**src/include/snn_params.svh**
```systemverilog
// ------------------------------
// reset defaults, widths, fifo depth
// and read-only constants of the register bank
// ------------------------------
`ifndef SNN_PARAMS_SVH
`define SNN_PARAMS_SVH

// ------------------------------
// writable register defaults
// ------------------------------
// absolute lif threshold after reset
`define SNN_THRESHOLD_DEFAULT 32'd10000
// timestep count, one frame per step
`define SNN_TIMESTEPS_DEFAULT 8'd10
// shadow ratio code, software side only
`define SNN_RATIO_DEFAULT 8'd4

// ------------------------------
// widths and depths
// ------------------------------
// synthetic adc value width
`define SNN_ADC_BITS 8
// output spike fifo entries
`define SNN_OUT_FIFO_DEPTH 16

// ------------------------------
// constants read back by software
// ------------------------------
`define SNN_NUM_INPUTS 16'd64
`define SNN_NUM_OUTPUTS 8'd10

`endif

```
**src/hdl/reg_map_pkg.sv**
```systemverilog
// ------------------------------
// register offset enum, bus word types
// and control register bit positions
// ------------------------------
`default_nettype none

package reg_map_pkg;

  // ------------------------------
  // bus types
  // ------------------------------
  // raw register offset as driven by the master
  typedef logic [7:0] reg_addr_t;
  typedef logic [31:0] word_t;
  // one enable per byte lane
  typedef logic [3:0] wstrb_t;

  // ------------------------------
  // register offsets
  // ------------------------------
  // 0x28, 0x30 and 0x34 stay unmapped and read zero
  typedef enum logic [7:0] {
    REG_THRESHOLD       = 8'h00,
    REG_TIMESTEPS       = 8'h04,
    REG_NUM_INPUTS      = 8'h08,
    REG_NUM_OUTPUTS     = 8'h0C,
    REG_RESET_MODE      = 8'h10,
    REG_CIM_CTRL        = 8'h14,
    REG_STATUS          = 8'h18,
    REG_OUT_DATA        = 8'h1C,
    REG_OUT_COUNT       = 8'h20,
    REG_THRESHOLD_RATIO = 8'h24,
    REG_CIM_TEST        = 8'h2C
  } reg_addr_e;

  // control register fields
  // start and soft reset pulse on write one
  localparam int CTRL_START_BIT = 0;
  localparam int CTRL_SRST_BIT  = 1;
  // done is sticky, write one clears
  localparam int CTRL_DONE_BIT  = 7;

endpackage

`default_nettype wire

```
**src/hdl/snn_status_pkg.sv**
```systemverilog
// ------------------------------
// datapath status types
// ------------------------------
`default_nettype none

package snn_status_pkg;

  `include "snn_params.svh"

  // current timestep of the running inference
  typedef logic [7:0] timestep_t;

  // output neuron index popped from the spike fifo
  typedef logic [3:0] spike_id_t;

  // entry count, one extra bit so a full fifo fits
  typedef logic [$clog2(`SNN_OUT_FIFO_DEPTH+1)-1:0] fifo_count_t;

  // synthetic adc sample for cim test mode
  typedef logic [`SNN_ADC_BITS-1:0] adc_val_t;

endpackage

`default_nettype wire

```
**src/hdl/ctrl_reg_file.sv**
```systemverilog
// ------------------------------
// writable config registers, start and
// soft reset pulses, sticky done flag
// ------------------------------
`timescale 1ns/100ps
`default_nettype none

`include "snn_params.svh"

module ctrl_reg_file
  import reg_map_pkg::*;
  import snn_status_pkg::*;
(
  input  wire             clk,
  input  wire             rst_n,
  // bus request
  input  wire             req_valid,
  input  wire             req_write,
  input  wire reg_addr_t  req_addr,
  input  wire word_t      req_wdata,
  input  wire wstrb_t     req_wstrb,
  // one cycle completion strobe from the snn core
  input  wire             snn_done_pulse,
  // configuration
  output word_t           neuron_threshold,
  output timestep_t       timesteps,
  output logic            reset_mode,
  output logic [7:0]      threshold_ratio,
  output logic            cim_test_mode,
  output adc_val_t        cim_test_data_pos,
  output adc_val_t        cim_test_data_neg,
  // control
  output logic            done_sticky,
  output logic            start_pulse,
  output logic            soft_reset_pulse
);

  logic wr_en;
  logic wr_ctrl;

  // write strobe, addr compared as raw offset
  assign wr_en   = req_valid && req_write;
  assign wr_ctrl = wr_en && (req_addr == REG_CIM_CTRL);

  // ------------------------------
  // configuration registers
  // ------------------------------
  // each field only takes its own byte lanes
  always_ff @(posedge clk or negedge rst_n) begin
    if (!rst_n) begin
      neuron_threshold  <= `SNN_THRESHOLD_DEFAULT;
      timesteps         <= `SNN_TIMESTEPS_DEFAULT;
      threshold_ratio   <= `SNN_RATIO_DEFAULT;
      reset_mode        <= 1'b0;
      cim_test_mode     <= 1'b0;
      cim_test_data_pos <= '0;
      cim_test_data_neg <= '0;
    end else if (wr_en) begin
      case (req_addr)
        REG_THRESHOLD: begin
          // full 32 bit word, byte merge
          for (int b = 0; b < 4; b++) begin
            if (req_wstrb[b]) begin
              neuron_threshold[b*8 +: 8] <= req_wdata[b*8 +: 8];
            end
          end
        end
        REG_TIMESTEPS: begin
          if (req_wstrb[0]) begin
            timesteps <= req_wdata[7:0];
          end
        end
        REG_RESET_MODE: begin
          // 0 soft, 1 hard
          if (req_wstrb[0]) begin
            reset_mode <= req_wdata[0];
          end
        end
        REG_THRESHOLD_RATIO: begin
          // shadow only, threshold itself untouched
          if (req_wstrb[0]) begin
            threshold_ratio <= req_wdata[7:0];
          end
        end
        REG_CIM_TEST: begin
          // mode in byte 0, pos in byte 1, neg in byte 2
          if (req_wstrb[0]) begin
            cim_test_mode <= req_wdata[0];
          end
          if (req_wstrb[1]) begin
            cim_test_data_pos <= req_wdata[15:8];
          end
          if (req_wstrb[2]) begin
            cim_test_data_neg <= req_wdata[23:16];
          end
        end
        default: begin
          // read-only and unmapped offsets, nothing to do
        end
      endcase
    end
  end

  // ------------------------------
  // control register
  // ------------------------------
  // pulses drop every cycle unless rewritten
  // wstrb not looked at here
  always_ff @(posedge clk or negedge rst_n) begin
    if (!rst_n) begin
      start_pulse      <= 1'b0;
      soft_reset_pulse <= 1'b0;
      done_sticky      <= 1'b0;
    end else begin
      start_pulse      <= wr_ctrl && req_wdata[CTRL_START_BIT];
      soft_reset_pulse <= wr_ctrl && req_wdata[CTRL_SRST_BIT];
      if (snn_done_pulse) begin
        done_sticky <= 1'b1;
      end
      // w1c after the set, so clear wins on a tie
      if (wr_ctrl && req_wdata[CTRL_DONE_BIT]) begin
        done_sticky <= 1'b0;
      end
    end
  end

  // ------------------------------
  // checks
  // ------------------------------
  a_start_single: assert property (
    @(posedge clk) disable iff (!rst_n) start_pulse |=> !start_pulse);

  a_srst_single: assert property (
    @(posedge clk) disable iff (!rst_n) soft_reset_pulse |=> !soft_reset_pulse);

  // done only rises after a completion strobe
  a_done_cause: assert property (
    @(posedge clk) disable iff (!rst_n) $rose(done_sticky) |-> $past(snn_done_pulse));

endmodule

`default_nettype wire

```
**src/hdl/spike_pop_pipe.sv**
```systemverilog
// ------------------------------
// out fifo read data and delayed pop
// ------------------------------
`timescale 1ns/100ps
`default_nettype none

module spike_pop_pipe
  import reg_map_pkg::*;
  import snn_status_pkg::*;
(
  input  wire             clk,
  input  wire             rst_n,
  input  wire             req_valid,
  input  wire             req_write,
  input  wire reg_addr_t  req_addr,
  // fall-through fifo head
  input  wire             out_fifo_empty,
  input  wire spike_id_t  out_fifo_rdata,
  output word_t           out_data_word,
  output logic            out_fifo_pop
);

  logic rd_out_data;
  logic pop_pending;

  // head zero extended, zero when nothing queued
  assign out_data_word = out_fifo_empty ? '0 :
                         {{($bits(word_t) - $bits(spike_id_t)){1'b0}}, out_fifo_rdata};

  // valid read of the data port with something to pop
  assign rd_out_data = req_valid && !req_write && (req_addr == REG_OUT_DATA) && !out_fifo_empty;

  // ------------------------------
  // pop pipeline
  // ------------------------------
  // read cycle sees the old head, pop lands two edges later
  // back to back reads keep pop high back to back
  always_ff @(posedge clk or negedge rst_n) begin
    if (!rst_n) begin
      pop_pending  <= 1'b0;
      out_fifo_pop <= 1'b0;
    end else begin
      pop_pending  <= rd_out_data;
      out_fifo_pop <= pop_pending;
    end
  end

  // no pop traced back to a read of an empty fifo
  a_pop_not_empty: assert property (
    @(posedge clk) disable iff (!rst_n) out_fifo_pop |-> !$past(out_fifo_empty, 2));

endmodule

`default_nettype wire

```
**src/hdl/reg_read_mux.sv**
```systemverilog
// ------------------------------
// read-back decode of the register bank
// ------------------------------
`timescale 1ns/100ps
`default_nettype none

`include "snn_params.svh"

module reg_read_mux
  import reg_map_pkg::*;
  import snn_status_pkg::*;
(
  input  wire reg_addr_t    req_addr,
  // from ctrl_reg_file
  input  wire word_t        neuron_threshold,
  input  wire timestep_t    timesteps,
  input  wire               reset_mode,
  input  wire [7:0]         threshold_ratio,
  input  wire               cim_test_mode,
  input  wire adc_val_t     cim_test_data_pos,
  input  wire adc_val_t     cim_test_data_neg,
  input  wire               done_sticky,
  // from spike_pop_pipe
  input  wire word_t        out_data_word,
  // datapath status
  input  wire               snn_busy,
  input  wire               in_fifo_empty,
  input  wire               in_fifo_full,
  input  wire               out_fifo_empty,
  input  wire               out_fifo_full,
  input  wire timestep_t    timestep_counter,
  input  wire fifo_count_t  out_fifo_count,
  output word_t             rdata
);

  // ------------------------------
  // read decode
  // ------------------------------
  // same cycle as the request, unmapped reads zero
  always_comb begin
    rdata = '0;
    case (req_addr)
      REG_THRESHOLD:       rdata = neuron_threshold;
      REG_TIMESTEPS:       rdata = {24'h0, timesteps};
      REG_NUM_INPUTS:      rdata = {16'h0, `SNN_NUM_INPUTS};
      REG_NUM_OUTPUTS:     rdata = {24'h0, `SNN_NUM_OUTPUTS};
      REG_RESET_MODE:      rdata = {31'h0, reset_mode};
      REG_CIM_CTRL: begin
        // start and soft reset bits always read zero
        rdata[CTRL_DONE_BIT] = done_sticky;
      end
      REG_STATUS: begin
        rdata[0]    = snn_busy;
        rdata[1]    = in_fifo_empty;
        rdata[2]    = in_fifo_full;
        rdata[3]    = out_fifo_empty;
        rdata[4]    = out_fifo_full;
        rdata[15:8] = timestep_counter;
      end
      // already gated against empty
      REG_OUT_DATA:        rdata = out_data_word;
      REG_OUT_COUNT: begin
        rdata = {{($bits(word_t) - $bits(fifo_count_t)){1'b0}}, out_fifo_count};
      end
      REG_THRESHOLD_RATIO: rdata = {24'h0, threshold_ratio};
      REG_CIM_TEST: begin
        // neg in 23:16, pos in 15:8, mode in bit 0
        rdata = {8'h0, cim_test_data_neg, cim_test_data_pos, 7'h0, cim_test_mode};
      end
      default:             rdata = '0;
    endcase
  end

endmodule

`default_nettype wire

```
**src/hdl/reg_bank_top.sv**
```systemverilog
// ------------------------------
// register bank top, wiring only
// ------------------------------
`timescale 1ns/100ps
`default_nettype none

module reg_bank_top
  import reg_map_pkg::*;
  import snn_status_pkg::*;
(
  input  wire               clk,
  input  wire               rst_n,
  // ------------------------------
  // bus
  // ------------------------------
  input  wire               req_valid,
  input  wire               req_write,
  input  wire reg_addr_t    req_addr,
  input  wire word_t        req_wdata,
  input  wire wstrb_t       req_wstrb,
  output word_t             rdata,
  // ------------------------------
  // snn core status
  // ------------------------------
  input  wire               snn_busy,
  input  wire               snn_done_pulse,
  input  wire timestep_t    timestep_counter,
  input  wire               in_fifo_empty,
  input  wire               in_fifo_full,
  input  wire               out_fifo_empty,
  input  wire               out_fifo_full,
  input  wire spike_id_t    out_fifo_rdata,
  input  wire fifo_count_t  out_fifo_count,
  // ------------------------------
  // snn core control
  // ------------------------------
  output word_t             neuron_threshold,
  output timestep_t         timesteps,
  output logic              reset_mode,
  output logic              start_pulse,
  output logic              soft_reset_pulse,
  output logic              cim_test_mode,
  output adc_val_t          cim_test_data_pos,
  output adc_val_t          cim_test_data_neg,
  output logic              out_fifo_pop
);

  // bank internal, read back only
  logic [7:0] threshold_ratio;
  logic       done_sticky;
  word_t      out_data_word;

  ctrl_reg_file u_ctrl_reg_file (
    .clk               (clk),
    .rst_n             (rst_n),
    .req_valid         (req_valid),
    .req_write         (req_write),
    .req_addr          (req_addr),
    .req_wdata         (req_wdata),
    .req_wstrb         (req_wstrb),
    .snn_done_pulse    (snn_done_pulse),
    .neuron_threshold  (neuron_threshold),
    .timesteps         (timesteps),
    .reset_mode        (reset_mode),
    .threshold_ratio   (threshold_ratio),
    .cim_test_mode     (cim_test_mode),
    .cim_test_data_pos (cim_test_data_pos),
    .cim_test_data_neg (cim_test_data_neg),
    .done_sticky       (done_sticky),
    .start_pulse       (start_pulse),
    .soft_reset_pulse  (soft_reset_pulse)
  );

  // pop runs beside the config writes
  spike_pop_pipe u_spike_pop_pipe (
    .clk            (clk),
    .rst_n          (rst_n),
    .req_valid      (req_valid),
    .req_write      (req_write),
    .req_addr       (req_addr),
    .out_fifo_empty (out_fifo_empty),
    .out_fifo_rdata (out_fifo_rdata),
    .out_data_word  (out_data_word),
    .out_fifo_pop   (out_fifo_pop)
  );

  reg_read_mux u_reg_read_mux (
    .req_addr          (req_addr),
    .neuron_threshold  (neuron_threshold),
    .timesteps         (timesteps),
    .reset_mode        (reset_mode),
    .threshold_ratio   (threshold_ratio),
    .cim_test_mode     (cim_test_mode),
    .cim_test_data_pos (cim_test_data_pos),
    .cim_test_data_neg (cim_test_data_neg),
    .done_sticky       (done_sticky),
    .out_data_word     (out_data_word),
    .snn_busy          (snn_busy),
    .in_fifo_empty     (in_fifo_empty),
    .in_fifo_full      (in_fifo_full),
    .out_fifo_empty    (out_fifo_empty),
    .out_fifo_full     (out_fifo_full),
    .timestep_counter  (timestep_counter),
    .out_fifo_count    (out_fifo_count),
    .rdata             (rdata)
  );

endmodule

`default_nettype wire

```
**config.mk**
```make
export PLATFORM = sky130hd
export DESIGN_NAME = reg_bank_top
export DESIGN_NICKNAME = d
export VERILOG_FILES = /design/src/hdl/reg_map_pkg.sv /design/src/hdl/snn_status_pkg.sv /design/src/hdl/ctrl_reg_file.sv /design/src/hdl/spike_pop_pipe.sv /design/src/hdl/reg_read_mux.sv /design/src/hdl/reg_bank_top.sv
export VERILOG_INCLUDE_DIRS = /design/src /design/src/include
export SDC_FILE = /design/constraint.sdc
export NUM_CORES = 1
export LEC_CHECK = 0
export BUFFER_PORTS_ARGS = -buffer_cell sky130_fd_sc_hd__buf_2
export CORE_ASPECT_RATIO = 0.9
export CORE_MARGIN = 1.5
export CORE_UTILIZATION = 38
export CTS_BUF_LIST = sky130_fd_sc_hd__clkbuf_2 sky130_fd_sc_hd__clkbuf_4 sky130_fd_sc_hd__clkbuf_8
export CTS_CLUSTER_DIAMETER = 100
export DETAILED_ROUTE_END_ITERATION = 6
export PLACE_DENSITY = 0.64
export SLEW_MARGIN = 20
export SYNTH_ARGS = -nofsm -noshare
export SYNTH_HDL_FRONTEND = slang
export SYNTH_HIERARCHICAL = 1
export SYNTH_SLANG_ARGS = --single-unit
```
**constraint.sdc**
```tcl
create_clock -name clk -period 2.6 [get_ports clk]
set_input_delay 0.39 -clock clk [delete_from_list [all_inputs] [get_ports clk]]
set_output_delay 0.39 -clock clk [all_outputs]
set_load 0.02 [all_outputs]
```
==> results.sh, run 1 <==
export IMPL_cp_end_kind="output port"
export IMPL_wl_per_cell_um=17.7
export IMPL_wirelength_um=11200
export IMPL_p_comb_share_pct=10.3
export IMPL_io_buffers=163
export IMPL_cp_num_cells=7
export IMPL_hold_violations=0
export IMPL_worst_pin_slew_ps=872
export IMPL_die_area_sq_um=11300
export IMPL_path_class="input pin to output port"
export IMPL_clk_pin_slew_worst_paths_ps=80
export IMPL_yosysMostFrequentCell="mux2_2"
export IMPL_drc=0
export IMPL_cp_data_arrival_time_ps=1990
export IMPL_postLayoutCoreUtil_pct=50.0
export IMPL_max_freq_mhz=420
export IMPL_num_rows=35
export IMPL_drv_slew=0
export IMPL_ys_seq_elements=71
export IMPL_cap_violations=0
export IMPL_drt_pass1_iter_count=7
export IMPL_cts_hold_buf=0
export IMPL_reg2reg_slack_ps=1800
export IMPL_ys_seq_area_share_pct=44.1
export IMPL_cts_tree="yes"
export IMPL_rsz0062_at_grt="no"
export IMPL_critical_path_endpoint="rdata[1]"
export IMPL_crit_chain="buf_2 > buf_4 > nor3_1 > and2_1 > a22oi_1 > o211ai_1 > buf_2"
export IMPL_synth_common_cells="mux2_2 (67), dfrtp_1 (63), buf_4 (30), a22oi_1 (15), nor2_1 (10)"
export IMPL_die_x_um=112
export IMPL_r2r_end="u_ctrl_reg_file/neuron_threshold[2]"
export IMPL_ctsResizeCount=0
export IMPL_postSynthAreaPerCell_sq_um=12.5
export IMPL_nNetsFinal=566
export IMPL_crit_family="simple AND/OR/NAND/NOR gates"
export IMPL_slowest_delay_ps=420
export IMPL_total_power_mw=2.27
export IMPL_grt_pass1_wl_um=17100
export IMPL_synth_async_reset_ratio_pct=100
export IMPL_cts_htree_levels=3
export IMPL_pre_cts_slack_ps=271
export IMPL_layoutNonFillerInstCount=630
export IMPL_post_place_cells=613
export IMPL_grt_max_degree=72
export IMPL_seq_power_share_pct=49.9
export IMPL_crit_path_start_kind="input pin"
export IMPL_core_area_sq_um=10300
export IMPL_gp_congestion=0.857
export IMPL_crit_fanout=9
export IMPL_syn_area_sq_um=4050
export IMPL_io_pins=164
export IMPL_drive_above_1_share_pct=60.0
export IMPL_relSlewSlack_pct=41.9
export IMPL_worst_slack_ps=219
export IMPL_ir_drop_v=0.000226
export IMPL_synth_area_top_cells="dfrtp_1 (39%), mux2_2 (19%), buf_4 (5.6%)"
export IMPL_grt_total_usage_pct=19.6
export IMPL_status="finished, final reports clean"
export IMPL_antenna_found_initial=1
export IMPL_die_h_um=101
export IMPL_synth_edf_count=0
export IMPL_power_frac_clock_pct=39.8
export IMPL_cp_common_cell="buf_2"
export IMPL_vias=3280
export IMPL_cp_buffers_inverters=3
export IMPL_first_iter_violations=196
export IMPL_ff2ff_path_depth=1
export IMPL_power_density_nw_per_um2=441
export IMPL_viasPerCell=5.21
export IMPL_p_leak_nw=2.86
export IMPL_yosysTopAreaCellShare_pct=38.9
export IMPL_ys_warn_count=6
export IMPL_clock_sinks=71
export IMPL_cts_inserted_buffers=9
export IMPL_tns_ps=0
export IMPL_yosysTopAreaCell="dfrtp_1"
export IMPL_initial_core_util_pct=39.4
export IMPL_startpoint="req_addr[1]"
export IMPL_min_path_type="input pin to async pin"
export IMPL_power_internal_mw=1.69
export IMPL_reg2reg_from="u_ctrl_reg_file/neuron_threshold[2]"
export IMPL_clock_tree_root_cell="clkbuf_8"
export IMPL_ant_nets=0
export IMPL_area_growth_pct=26.9
export IMPL_insertion_delay_ps=340
export IMPL_critPathSlowestCell="nor3_1"
export IMPL_switching_share_pct=25.6
export IMPL_synthFlopType="dfrtp_1"
export IMPL_grt_pass1_vias=3254
export IMPL_gr_total_overflow=0
export IMPL_synth_cell_types=53
export IMPL_cp_required_ps=2210
export IMPL_p_sw_mw=0.581
export IMPL_period_needed_ps=2380
export IMPL_postCtsSetupBuffers=0
export IMPL_cts_buffer_depth=2
export IMPL_setup_violations=0
export IMPL_hpwl_um=8320
export IMPL_finClkSkew_ps=0.0758
export IMPL_syn_inst=323
export IMPL_finalCritPeriodShare_pct=91.6
[power groups by stage]
stage                     clock (mW)  sequential, mW  combinational (mW)
after floorplan                    0            1.17               0.104
after global placement             0            1.15               0.230
after detailed placement           0            1.15               0.234
after CTS                      0.940            1.13               0.235
after global routing           0.983            1.13               0.256
final                          0.903            1.13               0.234
[placed cells by master, fill, tap and decap left out, drive strengths merged, types with 4 or more instances in the layout]
master,count
mux2,68
nand3,7
and3,5
nor3b,4
nand2,7
o21ai,9
buf,175
and2,5
clkbuf,10
a22oi,18
conb,28
inv,10
nor4,4
and2b,4
nand4,4
a22o,10
mux2i,5
a221o,6
a222oi,8
nor4b,6
dfstp,8
nor2,11
dfrtp,63
[routing by layer]
layer | GRT usage [%] | part of all wire (%) | up-vias
met5 | 0 | 0 | -
met4 | 6.33 | 1.8 | 0
met3 | 5.41 | 7.4 | 17
met2 | 32.5 | 48 | 144
met1 | 25.1 | 43 | 1589
li1 | - | - | 1530
[registers in the layout, summed over array words and instances, names as in the netlist]
signal / count
u_ctrl_reg_file/neuron_threshold: 32
u_ctrl_reg_file/cim_test_data_neg: 8
u_ctrl_reg_file/cim_test_data_pos: 8
u_ctrl_reg_file/threshold_ratio: 8
u_ctrl_reg_file/timesteps: 8
u_ctrl_reg_file/cim_test_mode: 1
u_ctrl_reg_file/done_sticky: 1
u_ctrl_reg_file/reset_mode: 1
u_ctrl_reg_file/soft_reset_pulse: 1
u_ctrl_reg_file/start_pulse: 1
u_spike_pop_pipe/out_fifo_pop: 1
u_spike_pop_pipe/pop_pending: 1
[layout make-up]
| type | count | area, sq um |
|---|---|---|
| Clock buffer | 10 | 138 |
| Inverter | 8 | 30.0 |
| Multi-Input combinational cell | 230 | 2030 |
| Antenna cell | 1 | 2.50 |
| Tap cell | 129 | 161 |
| Clock inverter | 6 | 67.6 |
| Sequential cell | 71 | 1790 |
| Timing Repair Buffer | 175 | 921 |
| Fill cell | 962 | 5150 |
[logic make-up after synthesis]
family / Yosys count / share of synthesized area [%]
and+or+nand+nor: 71 / 15.0
other: 1 / 0.0926
muxes: 74 / 20.7
AOI/OAI and AO/OA: 57 / 11.9
buffers and inverters: 49 / 8.18
DFF: 71 / 44.1
[worst min path at each step]
stage / to / slack [ps] / cells after the start
5_1_grt: u_ctrl_reg_file/soft_reset_pulse / 230 / 1
6_report: u_ctrl_reg_file/soft_reset_pulse / 160 / 1
3_3_place_gp: u_spike_pop_pipe/out_fifo_pop / 340 / 0
3_5_place_dp: u_spike_pop_pipe/out_fifo_pop / 340 / 0
4_1_cts: u_ctrl_reg_file/soft_reset_pulse / 190 / 1
2_1_floorplan: u_ctrl_reg_file/cim_test_data_neg[0] / 90 / 0
[metrics by stage]
stage / area (sq um) / hold slack [ps]
after floorplan: 4150 / 94.4
after global placement: 4930 / 336
after detailed placement: 4930 / 340
after CTS: 5140 / 188
after global routing: 5140 / 232
final: 5140 / 160
Note: power is estimated with default switching activity, not from simulation.
==> inputs of run 2 (changes only) <==
CTS_BUF_LIST = unset   (was sky130_fd_sc_hd__clkbuf_2 sky130_fd_sc_hd__clkbuf_4 sky130_fd_sc_hd__clkbuf_8)
PLACE_DENSITY = 0.67   (was 0.64)
clock period = 2.02 ns   (was 2.6 ns; I/O delays follow)
==> run 2 against run 1 <==
- the run now ends with hold timing left
- largest power group is now clock
- highest routed layer unchanged
- critical endpoint is now rdata[2]
- critical path type unchanged
- via count up 1.3%
- worst setup slack worse by 160 ps
- critical path depth unchanged
- first-iteration DRC count down 12%
==> results.sh, run 2 (same netlist as run 1, synthesis figures left out) <==
export IMPL_status="finished, violations left"
export IMPL_violations="hold timing"
export IMPL_largest_register_ffs=32
export IMPL_wirelength_um=11100
export IMPL_ir_drop_v=0.000338
export IMPL_cts_inserted_buffers=9
export IMPL_cts_tree="yes"
export IMPL_wl_per_cell_um=17.1
export IMPL_cp_required_ps=1720
export IMPL_setup_violations=0
export IMPL_die_area_sq_um=11300
export IMPL_tns_ps=0
export IMPL_met3_usage_pct=4.99
export IMPL_io_buffers=163
export IMPL_path_class="input pin to output port"
export IMPL_period_needed_ps=1960
export IMPL_viasPerCell=5.11
export IMPL_whs_ps=-5.38
export IMPL_cp_end_kind="output port"
export IMPL_crit_path_start_kind="input pin"
export IMPL_slowest_delay_ps=530
export IMPL_regMostFlops="u_ctrl_reg_file/neuron_threshold"
export IMPL_insertion_delay_ps=330
export IMPL_power_frac_clock_pct=46.9
export IMPL_num_antenna_cells=0
export IMPL_io_pins=164
export IMPL_gr_total_overflow=0
export IMPL_power_density_nw_per_um2=615
export IMPL_power_internal_mw=2.58
export IMPL_die_x_um=112
export IMPL_max_freq_mhz=511
export IMPL_worst_slack_ps=62.0
export IMPL_crit_chain="buf_2 > buf_6 > or4b_4 > nor2_4 > a32oi_1 > nand3_2 > buf_4"
export IMPL_postLayoutCoreUtil_pct=53.2
export IMPL_post_place_cells=633
export IMPL_grt_max_degree=72
export IMPL_pre_cts_slack_ps=-31.8
export IMPL_crit_family="simple AND/OR/NAND/NOR gates"
export IMPL_cts_hold_buf=0
export IMPL_num_rows=35
export IMPL_grt_pass1_wl_um=17500
export IMPL_die_h_um=101
export IMPL_finClkSkew_ps=0.210
export IMPL_grt_util_met2_pct=32.5
export IMPL_grt_total_usage_pct=19.8
export IMPL_min_path_type="input pin to async pin"
export IMPL_antenna_found_initial=0
export IMPL_area_growth_pct=35.2
export IMPL_nNetsFinal=587
export IMPL_ant_nets=0
export IMPL_final_cell_mix="buf_2 (151), mux2_2 (67), dfrtp_1 (63), buf_4 (37), conb_1 (28)"
export IMPL_fillers=881
export IMPL_drc=0
export IMPL_clk_pin_slew_worst_paths_ps=60
export IMPL_crit_fanout=9
export IMPL_core_area_sq_um=10300
export IMPL_hpwl_um=8390
export IMPL_layoutNonFillerInstCount=650
export IMPL_grt_pass1_vias=3348
export IMPL_finalCritPeriodShare_pct=96.9
export IMPL_seq_power_share_pct=43.4
export IMPL_first_iter_violations=173
export IMPL_cap_violations=0
export IMPL_drv_slew=0
export IMPL_p_leak_nw=3.03
export IMPL_drive_above_1_share_pct=62.6
export IMPL_switching_share_pct=23.4
export IMPL_cts_buffer_depth=2
export IMPL_cts_htree_levels=3
export IMPL_clock_tree_root_cell="clkbuf_16"
export IMPL_clock_sinks=71
export IMPL_gr_usage_met1_pct=25.7
export IMPL_vias=3321
export IMPL_initial_core_util_pct=39.4
export IMPL_gp_congestion=0.803
export IMPL_critPathSlowestCell="or4b_4"
export IMPL_busiest_layer="met2"
export IMPL_hold_violations=3
export IMPL_p_comb_share_pct=9.7
export IMPL_cp_buffers_inverters=3
export IMPL_drt_pass1_iter_count=5
export IMPL_cp_data_arrival_time_ps=1650
export IMPL_p_sw_mw=0.788
export IMPL_final_common_cell="buf_2"
-- run 2: cell types whose count changed in the layout (fill, tap and decap cells not counted), sizes merged --
cell and delta:
diode -1, clkinvlp -2, inv -1, clkinv +2, buf +19, clkbuf +3
-- run 2: per-stage QoR --
| stage | instance area [sq um] | power (mW) |
|---|---|---|
| after CTS | 5420 | 3.40 |
| after global placement | 5110 | 1.80 |
| after detailed placement | 5110 | 1.81 |
| after floorplan | 4150 | 1.64 |
| after global routing | 5480 | 3.50 |
| final | 5480 | 3.37 |
-- run 2: power by group through the flow --
stage                     combinational [mW]  sequential, mW  clock (mW)
after floorplan                        0.134            1.50           0
after global placement                 0.316            1.48           0
after detailed placement               0.321            1.48           0
after CTS                              0.323            1.46        1.62
after global routing                   0.357            1.46        1.68
final                                  0.326            1.46        1.58
-- run 2: layer usage --
layer	wire length (um)	vias up
li1	-	1562
met1	4890	1635
met5	0	-
met3	826	12
met4	97	0
met2	5310	112
-- run 2: what timing repair did --
| action | 4_1_cts | 5_1_grt |
|---|---|---|
| pin swaps | 0 | 2 |
| setup endpoints to repair | 11 | 12 |
| resized for setup | 2 | 19 |
| buffers inserted | 0 | 1 |
-- run 2: final timing paths --
check | start | endpoint | slack (ps) | cells past startpoint
setup / recovery | req_addr[4] | rdata[2] | 60 | 7
hold / removal | rst_n | u_ctrl_reg_file/soft_reset_pulse | -5 | 2
setup reg to reg | u_ctrl_reg_file/neuron_threshold[25] | u_ctrl_reg_file/neuron_threshold[25] | 1220 | 1
hold reg to reg | u_spike_pop_pipe/pop_pending | u_spike_pop_pipe/out_fifo_pop | 360 | 0
max in group asynchronous | rst_n | u_ctrl_reg_file/neuron_threshold[8] | 1680 | 2
min in group clk | req_wdata[7] | u_ctrl_reg_file/done_sticky | 190 | 2
-- run 2: layout make-up --
type                       count  area (sq um)  area share (%)
inverter                       8          30.0           0.548
clock buffer                  11           243            4.43
sequential                    71          1790            32.6
clock inverter                 5          57.6            1.05
timing repair buffer         196          1140            20.9
multi-input combinational    230          2060            37.5
tap                          129           161            2.95
